==> src/distrib_config.svh <==
/*
  Build-time sizing for the broadcast subsystem.
  Included by both packages and by any module that needs a default size.
*/

`ifndef DISTRIB_CONFIG_SVH
`define DISTRIB_CONFIG_SVH

//////////////////////////////////////////////////
// channel fan-out
//////////////////////////////////////////////////

// number of output channels fed from the one input
`define DISTRIB_NUM_CHANNELS 4

//////////////////////////////////////////////////
// payload
//////////////////////////////////////////////////

// tdata width in bits
`define DISTRIB_DATA_WIDTH 32

//////////////////////////////////////////////////
// per-channel buffering
//////////////////////////////////////////////////

// entries per channel FIFO
// must stay a power of two so the pointers wrap on their own
`define DISTRIB_FIFO_DEPTH 8

`endif

==> src/stream_pkg.sv <==
/*
  Payload types carried on the AXI-stream links.
  Modules name these by scope in their ports and import the package in the body.
*/

package stream_pkg;

  `include "distrib_config.svh"

  //////////////////////////////////////////////////
  // stream payload
  //////////////////////////////////////////////////

  // one tdata word
  typedef logic [`DISTRIB_DATA_WIDTH-1:0] data_t;

  // one word per output channel
  // element n goes out on channel n
  typedef data_t [`DISTRIB_NUM_CHANNELS-1:0] data_array_t;

endpackage

==> src/distrib_pkg.sv <==
/*
  Bookkeeping types for the distributor and the channel FIFOs.
  Channel masks hold one bit per output, FIFO counts hold occupancy.
*/

package distrib_pkg;

  `include "distrib_config.svh"

  //////////////////////////////////////////////////
  // per-channel flags
  //////////////////////////////////////////////////

  // bit n belongs to channel n
  // used for valid, ready and served flags
  typedef logic [`DISTRIB_NUM_CHANNELS-1:0] chan_mask_t;

  //////////////////////////////////////////////////
  // FIFO occupancy
  //////////////////////////////////////////////////

  // needs to hold 0 up to the full depth inclusive
  typedef logic [$clog2(`DISTRIB_FIFO_DEPTH+1)-1:0] fifo_count_t;

endpackage

==> src/axis_skid_buffer.sv <==
/*
  Two-entry AXI-stream register slice for the input side.
  Main register drives the output, skid register catches a beat in flight
  when the output stalls, so the upstream ready comes straight from a flop.
*/
`timescale 1ns/100ps

module axis_skid_buffer #(
  parameter type payload_t = stream_pkg::data_t
) (
  input  logic     s_axis_clk,
  input  logic     arst_n,
  // upstream side
  input  logic     s_axis_tvalid,
  output logic     s_axis_tready,
  input  payload_t s_axis_tdata,
  // downstream side
  output logic     out_valid,
  input  logic     out_ready,
  output payload_t out_data
);

  // skid entry
  logic     skid_valid;
  payload_t skid_data;

  // handshake terms
  logic in_fire;
  logic main_load;
  logic skid_valid_next;
  logic out_valid_next;

  //////////////////////////////////////////////////
  // next-state decode
  //////////////////////////////////////////////////

  assign in_fire   = s_axis_tvalid & s_axis_tready;
  // main register free or being drained this cycle
  assign main_load = ~out_valid | out_ready;

  // skid empties whenever main can take a beat
  // no input is accepted while skid is full
  assign skid_valid_next = main_load ? 1'b0 : (skid_valid | in_fire);
  assign out_valid_next  = main_load ? (skid_valid | in_fire) : 1'b1;

  //////////////////////////////////////////////////
  // control flops
  //////////////////////////////////////////////////

  always_ff @(posedge s_axis_clk or negedge arst_n) begin
    if (!arst_n) begin
      out_valid     <= 1'b0;
      skid_valid    <= 1'b0;
      s_axis_tready <= 1'b0;
    end else begin
      out_valid     <= out_valid_next;
      skid_valid    <= skid_valid_next;
      // ready only while a slot will be free
      s_axis_tready <= ~skid_valid_next;
    end
  end

  //////////////////////////////////////////////////
  // payload registers
  //////////////////////////////////////////////////

  always_ff @(posedge s_axis_clk) begin
    // skid beat has priority, it is older
    if (main_load) begin
      out_data <= skid_valid ? skid_data : s_axis_tdata;
    end
    // catch the in-flight beat on a stall
    if (in_fire && !main_load) begin
      skid_data <= s_axis_tdata;
    end
  end

  // stalled beat must not change under the consumer
  a_out_hold : assert property (@(posedge s_axis_clk) disable iff (!arst_n)
    (out_valid && !out_ready) |=> (out_valid && $stable(out_data)));

endmodule

==> src/axis_distrib.sv <==
/*
  Broadcast control for one shared beat.
  Offers the beat to every channel still owed it and releases it upstream
  once all channels have taken a copy. Data is wired past this block.
*/
`timescale 1ns/100ps

module axis_distrib (
  input  logic                   s_axis_clk,
  input  logic                   arst_n,
  // shared bus from the skid buffer
  input  logic                   bus_valid,
  output logic                   bus_ready,
  // per-channel handshake toward the FIFOs
  output distrib_pkg::chan_mask_t chan_valid,
  input  distrib_pkg::chan_mask_t chan_ready
);

  import distrib_pkg::*;

  // channels that already took the current beat
  chan_mask_t served_q;

  // acceptances in this cycle
  chan_mask_t chan_fire;

  // served after this cycle, if the beat stays
  chan_mask_t served_now;

  //////////////////////////////////////////////////
  // channel offer
  //////////////////////////////////////////////////

  // offer only to channels still owed the beat
  assign chan_valid = bus_valid ? ~served_q : '0;
  assign chan_fire  = chan_valid & chan_ready;
  assign served_now = served_q | chan_fire;

  //////////////////////////////////////////////////
  // release of the shared beat
  //////////////////////////////////////////////////

  // every channel served earlier or right now
  assign bus_ready = bus_valid & (&served_now);

  always_ff @(posedge s_axis_clk or negedge arst_n) begin
    if (!arst_n) begin
      served_q <= '0;
    end else if (bus_ready) begin
      // beat leaves, next beat starts clean
      served_q <= '0;
    end else begin
      served_q <= served_now;
    end
  end

  //////////////////////////////////////////////////
  // checks
  //////////////////////////////////////////////////

  // a channel that took the beat is not offered it again
  // until the beat is released
  a_no_reoffer : assert property (@(posedge s_axis_clk) disable iff (!arst_n)
    (!bus_ready && (|chan_fire)) |=> ((chan_valid & $past(chan_fire)) == '0));

  // full coverage always releases the beat in the same cycle
  // so the mask register never holds all ones
  a_full_mask_release : assert property (@(posedge s_axis_clk) disable iff (!arst_n)
    (&served_now) |-> bus_ready);

endmodule

==> src/axis_channel_fifo.sv <==
/*
  Single-clock FIFO between the distributor and one output channel.
  Circular buffer with read and write pointers and an occupancy count.
  A written beat shows on the output after the write edge, no fall-through.
*/
`timescale 1ns/100ps
`include "distrib_config.svh"

module axis_channel_fifo #(
  parameter type payload_t = stream_pkg::data_t,
  parameter int  DEPTH     = `DISTRIB_FIFO_DEPTH
) (
  input  logic     s_axis_clk,
  input  logic     arst_n,
  // write side from the distributor
  input  logic     in_valid,
  output logic     in_ready,
  input  payload_t in_data,
  // read side to the channel consumer
  output logic     out_valid,
  input  logic     out_ready,
  output payload_t out_data
);

  import distrib_pkg::*;

  // pointers wrap by themselves
  // DEPTH is a power of two
  localparam int PTR_W = $clog2(DEPTH);

  // storage
  payload_t mem [DEPTH];

  // control state
  logic [PTR_W-1:0] wr_ptr;
  logic [PTR_W-1:0] rd_ptr;
  fifo_count_t      count;

  // handshake terms
  logic full;
  logic push;
  logic pop;

  //////////////////////////////////////////////////
  // status and handshake
  //////////////////////////////////////////////////

  assign full      = (count == fifo_count_t'(DEPTH));
  assign in_ready  = ~full;
  assign out_valid = (count != '0);

  assign push = in_valid & in_ready;
  assign pop  = out_valid & out_ready;

  // head of queue
  assign out_data = mem[rd_ptr];

  //////////////////////////////////////////////////
  // storage write
  //////////////////////////////////////////////////

  always_ff @(posedge s_axis_clk) begin
    if (push) begin
      mem[wr_ptr] <= in_data;
    end
  end

  //////////////////////////////////////////////////
  // pointers and count
  //////////////////////////////////////////////////

  always_ff @(posedge s_axis_clk or negedge arst_n) begin
    if (!arst_n) begin
      wr_ptr <= '0;
      rd_ptr <= '0;
      count  <= '0;
    end else begin
      if (push) begin
        wr_ptr <= wr_ptr + 1'b1;
      end
      if (pop) begin
        rd_ptr <= rd_ptr + 1'b1;
      end
      // push and pop together leave the count as is
      case ({push, pop})
        2'b10:   count <= count + 1'b1;
        2'b01:   count <= count - 1'b1;
        default: count <= count;
      endcase
    end
  end

  //////////////////////////////////////////////////
  // checks
  //////////////////////////////////////////////////

  // the push that fills the last slot closes the write side
  a_no_push_full : assert property (@(posedge s_axis_clk) disable iff (!arst_n)
    (push && !pop && count == fifo_count_t'(DEPTH - 1)) |=> !in_ready);

  // occupancy stays within the storage
  a_count_bound : assert property (@(posedge s_axis_clk) disable iff (!arst_n)
    count <= fifo_count_t'(DEPTH));

endmodule

==> src/axis_distrib_top.sv <==
/*
  Broadcast subsystem top. One input stream goes through a skid buffer
  to the distributor, which copies every beat into one FIFO per channel.
*/
`timescale 1ns/100ps
`include "distrib_config.svh"

module axis_distrib_top (
  input  logic                     s_axis_clk,
  input  logic                     arst_n,
  // input stream
  input  logic                     s_axis_tvalid,
  output logic                     s_axis_tready,
  input  stream_pkg::data_t        s_axis_tdata,
  // output channels
  output distrib_pkg::chan_mask_t  m_axis_tvalid,
  input  distrib_pkg::chan_mask_t  m_axis_tready,
  output stream_pkg::data_array_t  m_axis_tdata
);

  import stream_pkg::*;
  import distrib_pkg::*;

  // shared bus after the skid buffer
  logic  bus_valid;
  logic  bus_ready;
  data_t bus_data;

  // per-channel handshake into the FIFOs
  chan_mask_t chan_valid;
  chan_mask_t chan_ready;

  //////////////////////////////////////////////////
  // input register slice
  //////////////////////////////////////////////////

  axis_skid_buffer #(
    .payload_t (data_t)
  ) u_skid (
    .s_axis_clk    (s_axis_clk),
    .arst_n        (arst_n),
    .s_axis_tvalid (s_axis_tvalid),
    .s_axis_tready (s_axis_tready),
    .s_axis_tdata  (s_axis_tdata),
    .out_valid     (bus_valid),
    .out_ready     (bus_ready),
    .out_data      (bus_data)
  );

  // broadcast control
  axis_distrib u_distrib (
    .s_axis_clk (s_axis_clk),
    .arst_n     (arst_n),
    .bus_valid  (bus_valid),
    .bus_ready  (bus_ready),
    .chan_valid (chan_valid),
    .chan_ready (chan_ready)
  );

  //////////////////////////////////////////////////
  // one FIFO per channel
  //////////////////////////////////////////////////

  // all FIFOs see the same bus data
  for (genvar ch = 0; ch < `DISTRIB_NUM_CHANNELS; ch++) begin : g_chan
    axis_channel_fifo #(
      .payload_t (data_t),
      .DEPTH     (`DISTRIB_FIFO_DEPTH)
    ) u_fifo (
      .s_axis_clk (s_axis_clk),
      .arst_n     (arst_n),
      .in_valid   (chan_valid[ch]),
      .in_ready   (chan_ready[ch]),
      .in_data    (bus_data),
      .out_valid  (m_axis_tvalid[ch]),
      .out_ready  (m_axis_tready[ch]),
      .out_data   (m_axis_tdata[ch])
    );
  end

endmodule

==> config.mk <==
export PLATFORM = sky130hd
export DESIGN_NAME = axis_distrib_top
export DESIGN_NICKNAME = d
export VERILOG_FILES = /design/src/stream_pkg.sv /design/src/distrib_pkg.sv /design/src/axis_skid_buffer.sv /design/src/axis_distrib.sv /design/src/axis_channel_fifo.sv /design/src/axis_distrib_top.sv
export VERILOG_INCLUDE_DIRS = /design/src /design/src/src
export SDC_FILE = /design/constraint.sdc
export NUM_CORES = 1
export LEC_CHECK = 0
export BUFFER_PORTS_ARGS = -buffer_cell sky130_fd_sc_hd__buf_4
export CORE_MARGIN = 2
export CORE_UTILIZATION = 40
export CTS_BUF_LIST = sky130_fd_sc_hd__clkbuf_8
export CTS_CLUSTER_SIZE = 30
export DETAILED_ROUTE_END_ITERATION = 10
export PLACE_DENSITY = 0.67
export RECOVER_POWER = 25
export SETUP_SLACK_MARGIN = 0.2
export SYNTH_ARGS = -nofsm -noshare
export SYNTH_HDL_FRONTEND = slang
export SYNTH_HIERARCHICAL = 1
export SYNTH_SLANG_ARGS = --single-unit
==> constraint.sdc <==
create_clock -name s_axis_clk -period 11.68 [get_ports s_axis_clk]
set_input_delay 0.584 -clock s_axis_clk [delete_from_list [all_inputs] [get_ports s_axis_clk]]
set_output_delay 0.584 -clock s_axis_clk [all_outputs]
set_load 0.03 [all_outputs]
==> metrics.md, run 1 <==
| Metric | Value |
|---|---|
| Buffer depth of the longest clock path | `3` |
| Die extent in y | `336.7 um` |
| Number of cells in the design after placement | `3517` |
| Area share of and/or/nand/nor cells after synthesis | `approximately 1.5%` |
| Clock Skews | `about 0.041 ns` |
| Post-route clock period utilization | `between 30% and 40%` |
| Most instantiated flip-flop cell in the synthesis netlist | `sky130_fd_sc_hd__edfxtp_1` |
| CTS tree | `built` |
| Required time reported for the critical path endpoint | `11.10 ns` |
| Count of buffers from port buffering | `approximately 170` |
| Standby leakage power | `around 17 nW` |
| Clock sinks | `between 1000 and 1500` |
| Reg2Reg Depth | `6` |
| Min cycle time layout | `about 4 ns` |
| Initial core utilization | `40.16%` |
| Setup slack on the worst flop-to-flop path | `between 8 and 9 ns` |
| Number of violations reported at the end of detailed-routing iteration 0 | `about 1800` |
| Max FO, Critical Path | `between 50 and 60` |
| CP arrival | `3.43 ns` |
| Proportion of layout cells with a drive suffix above 1 | `between 30% and 40%` |
| Hold crit path type | `primary input to flop` |
| CTS HTree Levels | `4` |
| Worst rel slew slack | `-124.0%` |
| Total nets after synthesis | `1934` |
| Vias post-DR | `about 20000` |
| Post-synth EDFFs | `1088` |
| Part of the power in the clock network | `between 10% and 20%` |
| Antenna violations before repair | `4` |
| Post-CTS setup buffer count | `0` |
| Top cells by area, synth | `sky130_fd_sc_hd__edfxtp_1, sky130_fd_sc_hd__mux4_2, sky130_fd_sc_hd__mux4_1` |
| Unrepaired setup endpoints after global routing | `no` |
| Instance count of the mapped netlist | `around 1900` |
| Mean Syn Cell Area | `around 24 sq um` |
| Growth of design area from synthesis to finish | `14.99%` |
| Sequential group share of total power | `between 40 and 50%` |
| Reg-to-reg critical path endpoint | `u_skid/skid_data[5]` |
| Distinct cell type count of the synthesized netlist | `between 40 and 50` |
| Area share of the largest cell type after synthesis | `between 70% and 80%` |
| Clk root buf | `sky130_fd_sc_hd__clkbuf_8` |
| Status | `complete, but fails checks` |
| Power density over the cells | `300.1 mW/mm^2` |
| Number of instances on the worst hold path | `3` |
| Number of max-cap violations | `23` |
| Post-synthesis cell type with the largest combined area | `sky130_fd_sc_hd__edfxtp_1` |
| Adder-cell share of the synthesized area | `0.7462%` |
| Routed wire length per instance | `around 25 um` |
| Multiplexer share of the synthesized area | `a little under a fifth` |
| Final HPWL DP | `~55 mm` |
| Num CTS Buffers | `174` |
| Reported net switching power | `between 5 and 6 mW` |
| Total wire length | `between 90 and 100 mm` |
| Internal power | `~10 mW` |
| Area enclosed by the die boundary | `about 0.11 sq mm` |
| Global-route wire length before repair | `between 100 and 150 mm` |
| FP Rows | `approximately 120` |
| Worst hold path endpoint | `g_chan[1].u_fifo/rd_ptr[2]` |
| Peak clock frequency supported by timing | `249.3 MHz` |
| Post-Synth XOR/XNOR Area | `less than 1%` |
| Switching power as a share of total power | `about 36%` |
| Cell-by-cell trace of the critical path | `buf_4, mux4_1, mux2_2, buf_4` |
| Main combinational cell family by area after synthesis | `multiplexers` |
| Slowest stage cell on the critical path | `sky130_fd_sc_hd__buf_4` |
| DRC violation count after routing | `0` |
| TritonRoute pass-1 iters | `5` |
| Count of nets left with antenna violations after detail routing | `0` |
| Highest-count cells in the layout ignoring fill and taps | `sky130_fd_sc_hd__edfxtp_1, sky130_fd_sc_hd__buf_4, sky130_fd_sc_hd__clkbuf_8, sky130_fd_sc_hd__mux4_2, sky130_fd_sc_hd__mux2_2` |
| Total Routing Usage GR | `around 17%` |
| Number of vias per cell after detailed routing | `5.270` |
| Fin util | `a little under half` |
| Family with the most delay on the worst path | `buffers and inverters` |
| Crit end category | `output port` |
| Async S/R FF share, synth | `4.141%` |
| Chip Width | `336.7 um` |
| Post-Layout Cell Count | `~3900` |
| Via count of the first global-routing pass | `roughly 21000` |
| Setup total negative slack | `0 ns` |
| Worst-Skew Late Latency | `slightly above 0.8 ns` |
| Register clock-pin slew on the reported worst setup and hold paths | `0.06 ns` |
| Proportion of synthesized chip area in sequential cells | `between 70 and 80%` |
| R2R Path Start | `g_chan[1].u_fifo/count[0]` |
| Final number of hold-violating endpoints | `0` |
| Maximum VDD drop | `around 0.19 mV` |
| Number of fill cells in the layout | `between 9000 and 10000` |
| Total grt overflow | `0` |
| Delay of the slowest cell on the worst path | `around 0.8 ns` |
| Number of flip-flops and latches in the synthesized netlist | `1135` |
| CP Launch Point | `g_chan[3].u_fifo/rd_ptr[0]` |
| Hold Startpoint | `m_axis_tready[1]` |
| Category of the critical setup timing path | `flop to output port` |
| Critical Path Source Type | `flop` |
| # nets final | `around 2300` |
| Compound-Gate Fraction of Synth Area | `0.5371%` |
| Worst hold slack | `approximately 0.10 ns` |
| Yosys warnings | `6` |
| Comb pwr share | `36.6%` |
| Critical path's most frequent cell | `sky130_fd_sc_hd__buf_4` |
| Final Slew Violations | `around 780` |
| Leading cell type in the layout, fill and taps excluded | `sky130_fd_sc_hd__edfxtp_1` |
| Slew at the pin with the worst max-slew slack | `roughly 3.4 ns` |
| Setup Viol. Count Final | `0` |
| Post-synth design cell area | `0.04426 sq mm` |
| Floorplan core area | `about 0.11 sq mm` |
| Pin count of the biggest net entering global routing | `67` |
| Global placer's final weighted congestion | `between 0.7 and 0.8` |
| Failing checks | `capacitance limit, slew limit` |
| Ports placed on the boundary | `~170` |
| Worst Path Buf+Inv | `2` |
## metrics by stage
| stage | worst slack [ns] | instance area (sq um) | power (mW) |
|---|---|---|---|
| final | 7.668 | 50900 | 15.28 |
| after global routing | 7.321 | 50890 | 15.98 |
| after CTS | 7.503 | 51060 | 15.50 |
| after detailed placement | 8.316 | 47480 | 12.44 |
| after global placement | 8.416 | 47480 | 12.22 |
| after floorplan | 7.409 | 44270 | 10.23 |
## cell families after synthesis
| kind of cell | count (synthesis) |
|---|---|
| flops | 1135 |
| xor+xnor | 24 |
| fa+ha+maj | 24 |
| buf+inv | 105 |
| simple gates | 117 |
| mux | 432 |
| compound gates | 34 |
## area by class of cell
type | instances | area, sq um | share of cell area (%)
well taps | 1488 | 1862 | 3.658
multi-input cells | 631 | 9841 | 19.33
repair buffers | 278 | 2006 | 3.940
clock inverters | 146 | 807.0 | 1.585
clock buffers | 176 | 2422 | 4.759
inverters | 20 | 75.07 | 0.1475
diodes | 6 | 15.01 | 0.02950
flip-flops and latches | 1135 | 33870 | 66.55
## sequential cells by signal (all words and copies together), names as in the netlist
signal,cells
g_chan.u_fifo/count,16
g_chan.u_fifo/mem,1024
g_chan.u_fifo/rd_ptr,12
g_chan.u_fifo/wr_ptr,12
u_distrib/served_q,4
u_skid/out_data,32
u_skid/out_valid,1
u_skid/s_axis_tready,1
u_skid/skid_data,32
u_skid/skid_valid,1
## worst max path at each step
stage / end / slack [ns] / cells after the start
floorplan: u_skid/skid_data[0] / 7.41 / 6
global placement: u_skid/skid_data[13] / 8.42 / 6
detailed placement: u_skid/skid_data[13] / 8.32 / 6
CTS: m_axis_tdata[113] / 7.50 / 4
global route: g_chan[2].u_fifo/rd_ptr[0] / 7.32 / 2
finish: m_axis_tdata[113] / 7.67 / 4
## tightest hold or removal path, stage by stage
cell	delay (ns)
sky130_fd_sc_hd__buf_4	0.13
sky130_fd_sc_hd__nand3_1	0.08
sky130_fd_sc_hd__xnor2_1	0.06
## cells in the mapped netlist (4+ instances only)
cell type and n:
sky130_fd_sc_hd__mux2i_1 4, sky130_fd_sc_hd__buf_12 11, sky130_fd_sc_hd__mux2_1 5, sky130_fd_sc_hd__o21ai_0 4
sky130_fd_sc_hd__buf_1 9, sky130_fd_sc_hd__inv_1 20, sky130_fd_sc_hd__o311ai_0 4, sky130_fd_sc_hd__o211ai_1 4
sky130_fd_sc_hd__xnor2_1 20, sky130_fd_sc_hd__buf_8 8, sky130_fd_sc_hd__mux2_2 137, sky130_fd_sc_hd__buf_6 9
sky130_fd_sc_hd__edfxtp_1 1088, sky130_fd_sc_hd__or4b_1 8, sky130_fd_sc_hd__dfrtp_1 47, sky130_fd_sc_hd__mux4_1 100
sky130_fd_sc_hd__nor3b_1 12, sky130_fd_sc_hd__clkbuf_1 29, sky130_fd_sc_hd__nand3_1 20, sky130_fd_sc_hd__mux4_2 156
sky130_fd_sc_hd__xor2_1 4, sky130_fd_sc_hd__nor2_1 26, sky130_fd_sc_hd__buf_2 18, sky130_fd_sc_hd__nor3_1 8
sky130_fd_sc_hd__fa_1 4, sky130_fd_sc_hd__nand2b_1 9, sky130_fd_sc_hd__nand3b_1 4, sky130_fd_sc_hd__nand2_1 15
sky130_fd_sc_hd__or4_1 4, sky130_fd_sc_hd__mux2_4 30, sky130_fd_sc_hd__ha_1 20, sky130_fd_sc_hd__a21oi_1 15
sky130_fd_sc_hd__a2111o_1 4
## repair_timing
item / CTS / global route
endpoints found under the hold margin: 93 / 0
gates resized for setup: 0 / 0
endpoints found under the setup margin: 0 / 0
hold buffers: 35 / 0
## power by group through the flow
stage	Clock [mW]	Combinational [mW]	Sequential, mW
floorplan	0	3.69	6.54
global placement	0	5.60	6.62
detailed placement	0	5.73	6.71
CTS	3.12	5.76	6.63
global route	3.29	5.93	6.76
finish	3.04	5.60	6.64
## layer usage
layer	GRT usage [%]	vias up	part of all wire [%]
met5	0	-	0.013
met4	4.863	2	2.1
met3	3.192	117	5.7
met2	29.47	640	51
met1	22.78	10957	42
li1	-	8731	-
No activity file was read; power rests on OpenSTA's default activity.
==> inputs of run 2 (changes only) <==
Settings changed: PLACE_DENSITY 0.67 to 0.69.
Clock period 11.68 ns to 3.4 ns, I/O delays scaled along.
==> run 2 against run 1 <==
Against the previous run:
- flip-flop and latch count unchanged
- register-to-register slack got worse by 7.9 ns
- design area increased by 1.1%
- non-clock buffer count increased by 45
- cell count increased by 0.90%
- critical path depth unchanged
- combinational power increased to 3.6 times the previous value
- clock power increased to 3.4 times the previous value
- critical endpoint is now m_axis_tdata[111]
- die area unchanged
- sequential power increased to 3.3 times the previous value
- the flow still finishes with violations (capacitance limit, slew limit)
==> metrics.md, run 2 (synthesis results as in run 1) <==
| Metric | Value |
|---|---|
| Buffer depth of the longest clock path | `3 (unchanged)` |
| Pin count of the biggest net entering global routing | `65 (-3.0%)` |
| Cell area after placement | `0.04775 sq mm (+0.59%)` |
| Final cell area excluding filler cells | `0.05145 sq mm (+1.1%)` |
| Leading cell type in the layout, fill and taps excluded | `sky130_fd_sc_hd__edfxtp_1` |
| Reg2Reg Depth | `7 (+1)` |
| Min cycle time layout | `around 3 ns` |
| Final number of hold-violating endpoints | `0 (unchanged)` |
| Post-Layout Cell Count | `3915 (+0.90%)` |
| CP Launch Point | `g_chan[3].u_fifo/rd_ptr[1]` |
| Proportion of layout cells with a drive suffix above 1 | `33.64% (+0.32 points)` |
| Hold crit path type | `primary input to flop` |
| Power density over the cells | `1028 mW/mm^2 (+240%)` |
| Total Routing Usage GR | `17.20% (-0.089 points)` |
| Unrepaired setup endpoints after global routing | `no` |
| Number of violations reported at the end of detailed-routing iteration 0 | `1879 (+4.2%)` |
| Global placer's final weighted congestion | `0.7562 (+0.56%)` |
| DRC violation count after routing | `0 (unchanged)` |
| Setup total negative slack | `0 ns (unchanged)` |
| CTS HTree Levels | `4 (unchanged)` |
| Critical Path Source Type | `flop` |
| Highest-count cells in the layout ignoring fill and taps | `sky130_fd_sc_hd__edfxtp_1, sky130_fd_sc_hd__buf_4, sky130_fd_sc_hd__clkbuf_8, sky130_fd_sc_hd__mux4_2, sky130_fd_sc_hd__mux2_2` |
| Initial core utilization | `40.16% (unchanged)` |
| Register clock-pin slew on the reported worst setup and hold paths | `0.07 ns (about the same)` |
| Largest Register | `g_chan.u_fifo/mem` |
| Count of buffers from port buffering | `171 (unchanged)` |
| Reg-to-reg critical path endpoint | `g_chan[3].u_fifo/count[3]` |
| Slew at the pin with the worst max-slew slack | `2.080 ns (-1.280 ns)` |
| Category of the critical setup timing path | `flop to output port` |
| Clock sinks | `1135 (unchanged)` |
| Required time reported for the critical path endpoint | `3.23 ns (-7.87 ns)` |
| Maximum VDD drop | `0.7078 mV (+270%)` |
| Worst-Skew Late Latency | `0.85 ns (+0.03 ns)` |
| Ports placed on the boundary | `172 (unchanged)` |
| Hold Startpoint | `s_axis_tdata[31]` |
| Total wire length | `97.41 mm (-0.76%)` |
| Total grt overflow | `0 (unchanged)` |
| Crit end category | `output port` |
| Max FO, Critical Path | `44 (-19%)` |
| Routed wire length per instance | `24.88 um (-1.6%)` |
| Floorplan core area | `0.1102 sq mm (unchanged)` |
| # nets final | `2344 (+1.8%)` |
| Final Slew Violations | `760 (-2.1%)` |
| Failing checks | `capacitance limit, slew limit` |
| Number of max-cap violations | `23 (unchanged)` |
| Chip Width | `336.7 um (unchanged)` |
| Area enclosed by the die boundary | `0.1133 sq mm (unchanged)` |
| Setup slack on the worst flop-to-flop path | `0.44 ns (-7.87 ns)` |
| FP Rows | `122 (unchanged)` |
| Status | `complete, but fails checks` |
| Clk root buf | `sky130_fd_sc_hd__clkbuf_8` |
| Number of cells in the design after placement | `3536 (+0.54%)` |
| Peak clock frequency supported by timing | `326.1 MHz` |
| Standby leakage power | `17.19 nW (+1.7%)` |
| Setup Viol. Count Final | `0 (unchanged)` |
| Number of vias per cell after detailed routing | `5.245 (-0.47%)` |
| Die extent in y | `336.7 um (unchanged)` |
| TritonRoute pass-1 iters | `5 (unchanged)` |
| Via count of the first global-routing pass | `21590 (+1.3%)` |
| Worst slack at placement | `0.5159 ns (-7.800 ns)` |
| Setup ws final | `0.3337 ns (-7.334 ns)` |
| Count of nets left with antenna violations after detail routing | `0 (unchanged)` |
| Global-route wire length before repair | `140.1 mm (-0.70%)` |
| Vias post-DR | `20535 (+0.43%)` |
| Clock Skews | `0.05717 ns (+0.01578 ns)` |
| R2R Path Start | `g_chan[3].u_fifo/count[0]` |
| CTS tree | `built` |
| Num CTS Buffers | `170 (-2.3%)` |
| Worst rel slew slack | `-38.66% (+85 points)` |
| Registers with the most flip-flops | `g_chan.u_fifo/mem x1024, u_skid/out_data x32, u_skid/skid_data x32` |
| Post-route clock period utilization | `90.19%` |
| Growth of design area from synthesis to finish | `16.22%` |
| Number of flip-flops in the largest register | `1024 (unchanged)` |
| Final HPWL DP | `54.65 mm (-0.26%)` |
| Critical Path Sink | `m_axis_tdata[111]` |
| Antenna violations before repair | `3 (-1)` |
| CP arrival | `2.90 ns (-0.53 ns)` |
run 2: per-layer routing:
metal	track usage [%]	share of wire, %	up-vias	routed length [um]
met1	23.12	42	10887	40750
met2	28.25	49	710	47910
met3	3.600	6.7	130	6553
met5	0	0	-	0
met4	5.367	2.3	0	2193
li1	-	-	8808	-
run 2: layout make-up:
cell class                      instances  area, sq um
Sequential cell                      1135        33870
Multi-Input combinational cell        631         9881
Timing Repair Buffer                  323         2575
Antenna cell                            4        10.01
Inverter                               20        75.07
Clock buffer                          171         2354
Fill cell                            9057        58770
Tap cell                             1488         1862
Clock inverter                        143        820.8
run 2: power breakdown:
group | total, mW | switching, mW | internal, mW | leakage [nW]
registers | 22.2 | 1.38 | 20.8 | 10.5
clock network | 10.3 | 5.20 | 5.09 | 1.84
logic | 20.4 | 12.6 | 7.85 | 4.90
run 2: worst min path at each step:
stage                     cells after the start                         to  slack, ns
after floorplan                               0  g_chan[0].u_fifo/count[0]      -0.13
after global placement                        1       u_skid/s_axis_tready       0.24
after detailed placement                      1       u_skid/s_axis_tready       0.25
after CTS                                     2       u_skid/skid_data[10]      0.005
after global routing                          2       u_skid/skid_data[31]       0.09
final                                         2       u_skid/skid_data[31]       0.12
run 2: repair_timing:
| item | CTS | global route |
|---|---|---|
| gates resized for setup | 1 | 0 |
| buffers inserted | 2 | 0 |
| endpoints found under the hold margin | 127 | 0 |
| hold buffers | 59 | 0 |
| setup endpoints to repair | 28 | 0 |
run 2: worst max-delay path: stages (launching register included):
cell and delay, ns:
sky130_fd_sc_hd__dfrtp_2 0.77, sky130_fd_sc_hd__buf_12 0.32, sky130_fd_sc_hd__mux4_1 0.34, sky130_fd_sc_hd__mux2_2 0.37
sky130_fd_sc_hd__buf_4 0.20
run 2: per-stage QoR:
| step | hold WS, ns | power, mW | util (%) |
|---|---|---|---|
| floorplan | -0.1256 | 35.15 | - |
| global placement | 0.2382 | 42.31 | 43.33 |
| detailed placement | 0.2454 | 43.06 | 43.33 |
| CTS | 0.004750 | 53.54 | 46.80 |
| global route | 0.08656 | 55.25 | 46.67 |
| finish | 0.1215 | 52.88 | 46.68 |
==> inputs of run 3 (changes only) <==
Settings changed: RECOVER_POWER 25 to not set, SETUP_SLACK_MARGIN 0.2 to 0.4.
==> run 3 against run 2 <==
Against the previous run:
- the run now ends clean
- routed wire length up 0.21%
- clock skew down 0.00070 ns
- register-to-register slack better by 0.07 ns
- utilization up 0.24 points
- die area unchanged
- clock power about the same
- sequential power about the same
- global-route usage about the same
- critical path depth up 4
- largest cell class unchanged
==> metrics.md, run 3 (synthesis results as in run 1) <==
| Metric | Value |
|---|---|
| Register clock-pin slew on the reported worst setup and hold paths | `0.06 ns (about the same)` |
| Category of the critical setup timing path | `flop to flop` |
| Final cell area excluding filler cells | `0.05171 sq mm (+0.51%)` |
| Slew at the pin with the worst max-slew slack | `1.279 ns (-0.8007 ns)` |
| Ports placed on the boundary | `172 (unchanged)` |
| Via count of the first global-routing pass | `21597 (+0.032%)` |
| Post-Layout Cell Count | `3921 (+0.15%)` |
| Critical Path Source Type | `flop` |
| FP Rows | `122 (unchanged)` |
| Vias post-DR | `20640 (+0.51%)` |
| Floorplan core area | `0.1102 sq mm (unchanged)` |
| Required time reported for the critical path endpoint | `4.09 ns (+0.86 ns)` |
| Max FO, Critical Path | `9 (-80%)` |
| Worst rel slew slack | `14.72% (+53 points)` |
| Buffer depth of the longest clock path | `3 (unchanged)` |
| Peak clock frequency supported by timing | `345.5 MHz (+5.9%)` |
| Number of violations reported at the end of detailed-routing iteration 0 | `1801 (-4.2%)` |
| Crit end category | `flop` |
| Area occupied by registers | `0.03387 sq mm (about the same)` |
| Power density over the cells | `1027 mW/mm^2 (-0.13%)` |
| Clock sinks | `1135 (unchanged)` |
| Total wire length | `97.61 mm (+0.21%)` |
| Total grt overflow | `0 (unchanged)` |
| Met3 wire length | `5.720 mm (-13%)` |
| Antenna violations before repair | `4 (+1)` |
| Setup total negative slack | `0 ns (unchanged)` |
| Wire length on met2 | `48.48 mm (+1.2%)` |
| Maximum VDD drop | `0.7095 mV (+0.25%)` |
| Number of flip-flops in the largest register | `1024 (unchanged)` |
| Number of fill cells in the layout | `9011 (-0.51%)` |
| Final Slew Violations | `0 (-100%)` |
| Post-route clock period utilization | `85.13% (-5.1 points)` |
| Registers with the most flip-flops | `g_chan.u_fifo/mem x1024, u_skid/out_data x32, u_skid/skid_data x32` |
| Unrepaired setup endpoints after global routing | `no` |
| CP arrival | `3.58 ns (+0.68 ns)` |
| Post-Route M1 WL | `41.36 mm (+1.5%)` |
| Worst hold slack | `0.09828 ns (-0.02325 ns)` |
| Highest-count cells in the layout ignoring fill and taps | `sky130_fd_sc_hd__edfxtp_1, sky130_fd_sc_hd__buf_4, sky130_fd_sc_hd__clkbuf_8, sky130_fd_sc_hd__mux4_2, sky130_fd_sc_hd__mux2_2` |
| Cell area after placement | `0.04775 sq mm (unchanged)` |
| Clock Skews | `0.05646 ns (-0.0007025 ns)` |
| Growth of design area from synthesis to finish | `16.81%` |
| Area enclosed by the die boundary | `0.1133 sq mm (unchanged)` |
| Status | `completed` |
| Leading cell type in the layout, fill and taps excluded | `sky130_fd_sc_hd__edfxtp_1` |
| Worst-Skew Late Latency | `0.86 ns (about the same)` |
| Total Routing Usage GR | `17.25% (+0.049 points)` |
| Hold crit path type | `primary input to flop` |
| CTS tree | `built` |
| CTS HTree Levels | `4 (unchanged)` |
| DRC violation count after routing | `0 (unchanged)` |
| Number of cells in the design after placement | `3536 (unchanged)` |
| Number of vias per cell after detailed routing | `5.264 (+0.36%)` |
| Pin count of the biggest net entering global routing | `65 (unchanged)` |
| Largest Register | `g_chan.u_fifo/mem` |
| Routed wire length per instance | `24.89 um (about the same)` |
| Final HPWL DP | `54.65 mm (unchanged)` |
| Count of buffers from port buffering | `171 (unchanged)` |
| Global placer's final weighted congestion | `0.7562 (unchanged)` |
| Final number of hold-violating endpoints | `0 (unchanged)` |
| Clk root buf | `sky130_fd_sc_hd__clkbuf_8` |
| Count of nets left with antenna violations after detail routing | `0 (unchanged)` |
| Number of max-cap violations | `0 (-100%)` |
| Fin util | `46.92% (+0.24 points)` |
| Chip Width | `336.7 um (unchanged)` |
| Setup Viol. Count Final | `0 (unchanged)` |
| TritonRoute pass-1 iters | `5 (unchanged)` |
| Num CTS Buffers | `170 (unchanged)` |
| Area of the multi-input gates | `0.009892 sq mm (+0.11%)` |
| Standby leakage power | `17.38 nW (+1.1%)` |
| Initial core utilization | `40.16% (unchanged)` |
| Global-route wire length before repair | `140.5 mm (+0.28%)` |
| Min cycle time layout | `2.894 ns (-0.1720 ns)` |
| Die extent in y | `336.7 um (unchanged)` |
| # nets final | `2352 (+0.34%)` |
| Proportion of layout cells with a drive suffix above 1 | `35.54% (+1.9 points)` |
| Highest routing layer actually used | `met4` |
run 3: metrics by stage:
stage / power (mW) / worst slack [ns]
6_report: 53.08 / 0.5057
5_1_grt: 55.45 / 0.4010
4_1_cts: 53.72 / 0.4137
3_5_place_dp: 43.06 / 0.5159
3_3_place_gp: 42.31 / 0.6391
2_1_floorplan: 35.15 / 0.3537
run 3: cell type report:
type	instances	area share [%]
Sequential cell	1135	65.51
Multi-Input combinational cell	631	19.13
Timing Repair Buffer	331	5.466
Clock buffer	171	4.552
Tap cell	1488	3.601
Clock inverter	143	1.587
Inverter	20	0.1452
Antenna cell	2	0.009679
run 3: timing repair:
action                                  CTS  global route
hold buffers                             59             0
buffers inserted                         10             0
pin swaps                                 0             0
cloned                                    0             0
endpoints found under the setup margin   94             3
hold endpoints to repair                127             0
gates resized for setup                   7             4
run 3: critical path, stage by stage (launching register included):
cell and delay (ns):
sky130_fd_sc_hd__dfrtp_1 0.45, sky130_fd_sc_hd__or4_1 0.59, sky130_fd_sc_hd__nand2_1 0.18, sky130_fd_sc_hd__inv_1 0.07
sky130_fd_sc_hd__ha_1 0.28, sky130_fd_sc_hd__ha_1 0.38, sky130_fd_sc_hd__or4b_1 0.54, sky130_fd_sc_hd__o311ai_0 0.14
sky130_fd_sc_hd__o211ai_1 0.13
run 3: per-layer routing:
metal	global-route usage, %	vias up
met2	28.28	646
met1	23.15	11045
met3	3.687	125
met5	0	-
li1	-	8824
met4	5.471	0
run 3: where the power goes:
part	total (mW)	internal (mW)	leakage, nW	switching (mW)
sequential	21.9	20.7	10.5	1.30
combinational	20.8	8.13	5.10	12.7
clock	10.3	5.09	1.84	5.20
total	53.1	33.9	17.4	19.2
run 3: final timing paths:
path	start	end	slack, ns	cells past startpoint
min	s_axis_tdata[11]	u_skid/skid_data[11]	0.1	2
min reg2reg	g_chan[1].u_fifo/rd_ptr[2]	g_chan[1].u_fifo/rd_ptr[2]	0.47	1
min in group asynchronous	arst_n	u_skid/s_axis_tready	0.45	4
max in group asynchronous	arst_n	g_chan[1].u_fifo/rd_ptr[0]	2.64	4
max	g_chan[2].u_fifo/count[0]	g_chan[2].u_fifo/count[3]	0.51	8
max reg2reg	g_chan[2].u_fifo/count[0]	g_chan[2].u_fifo/count[3]	0.51	8
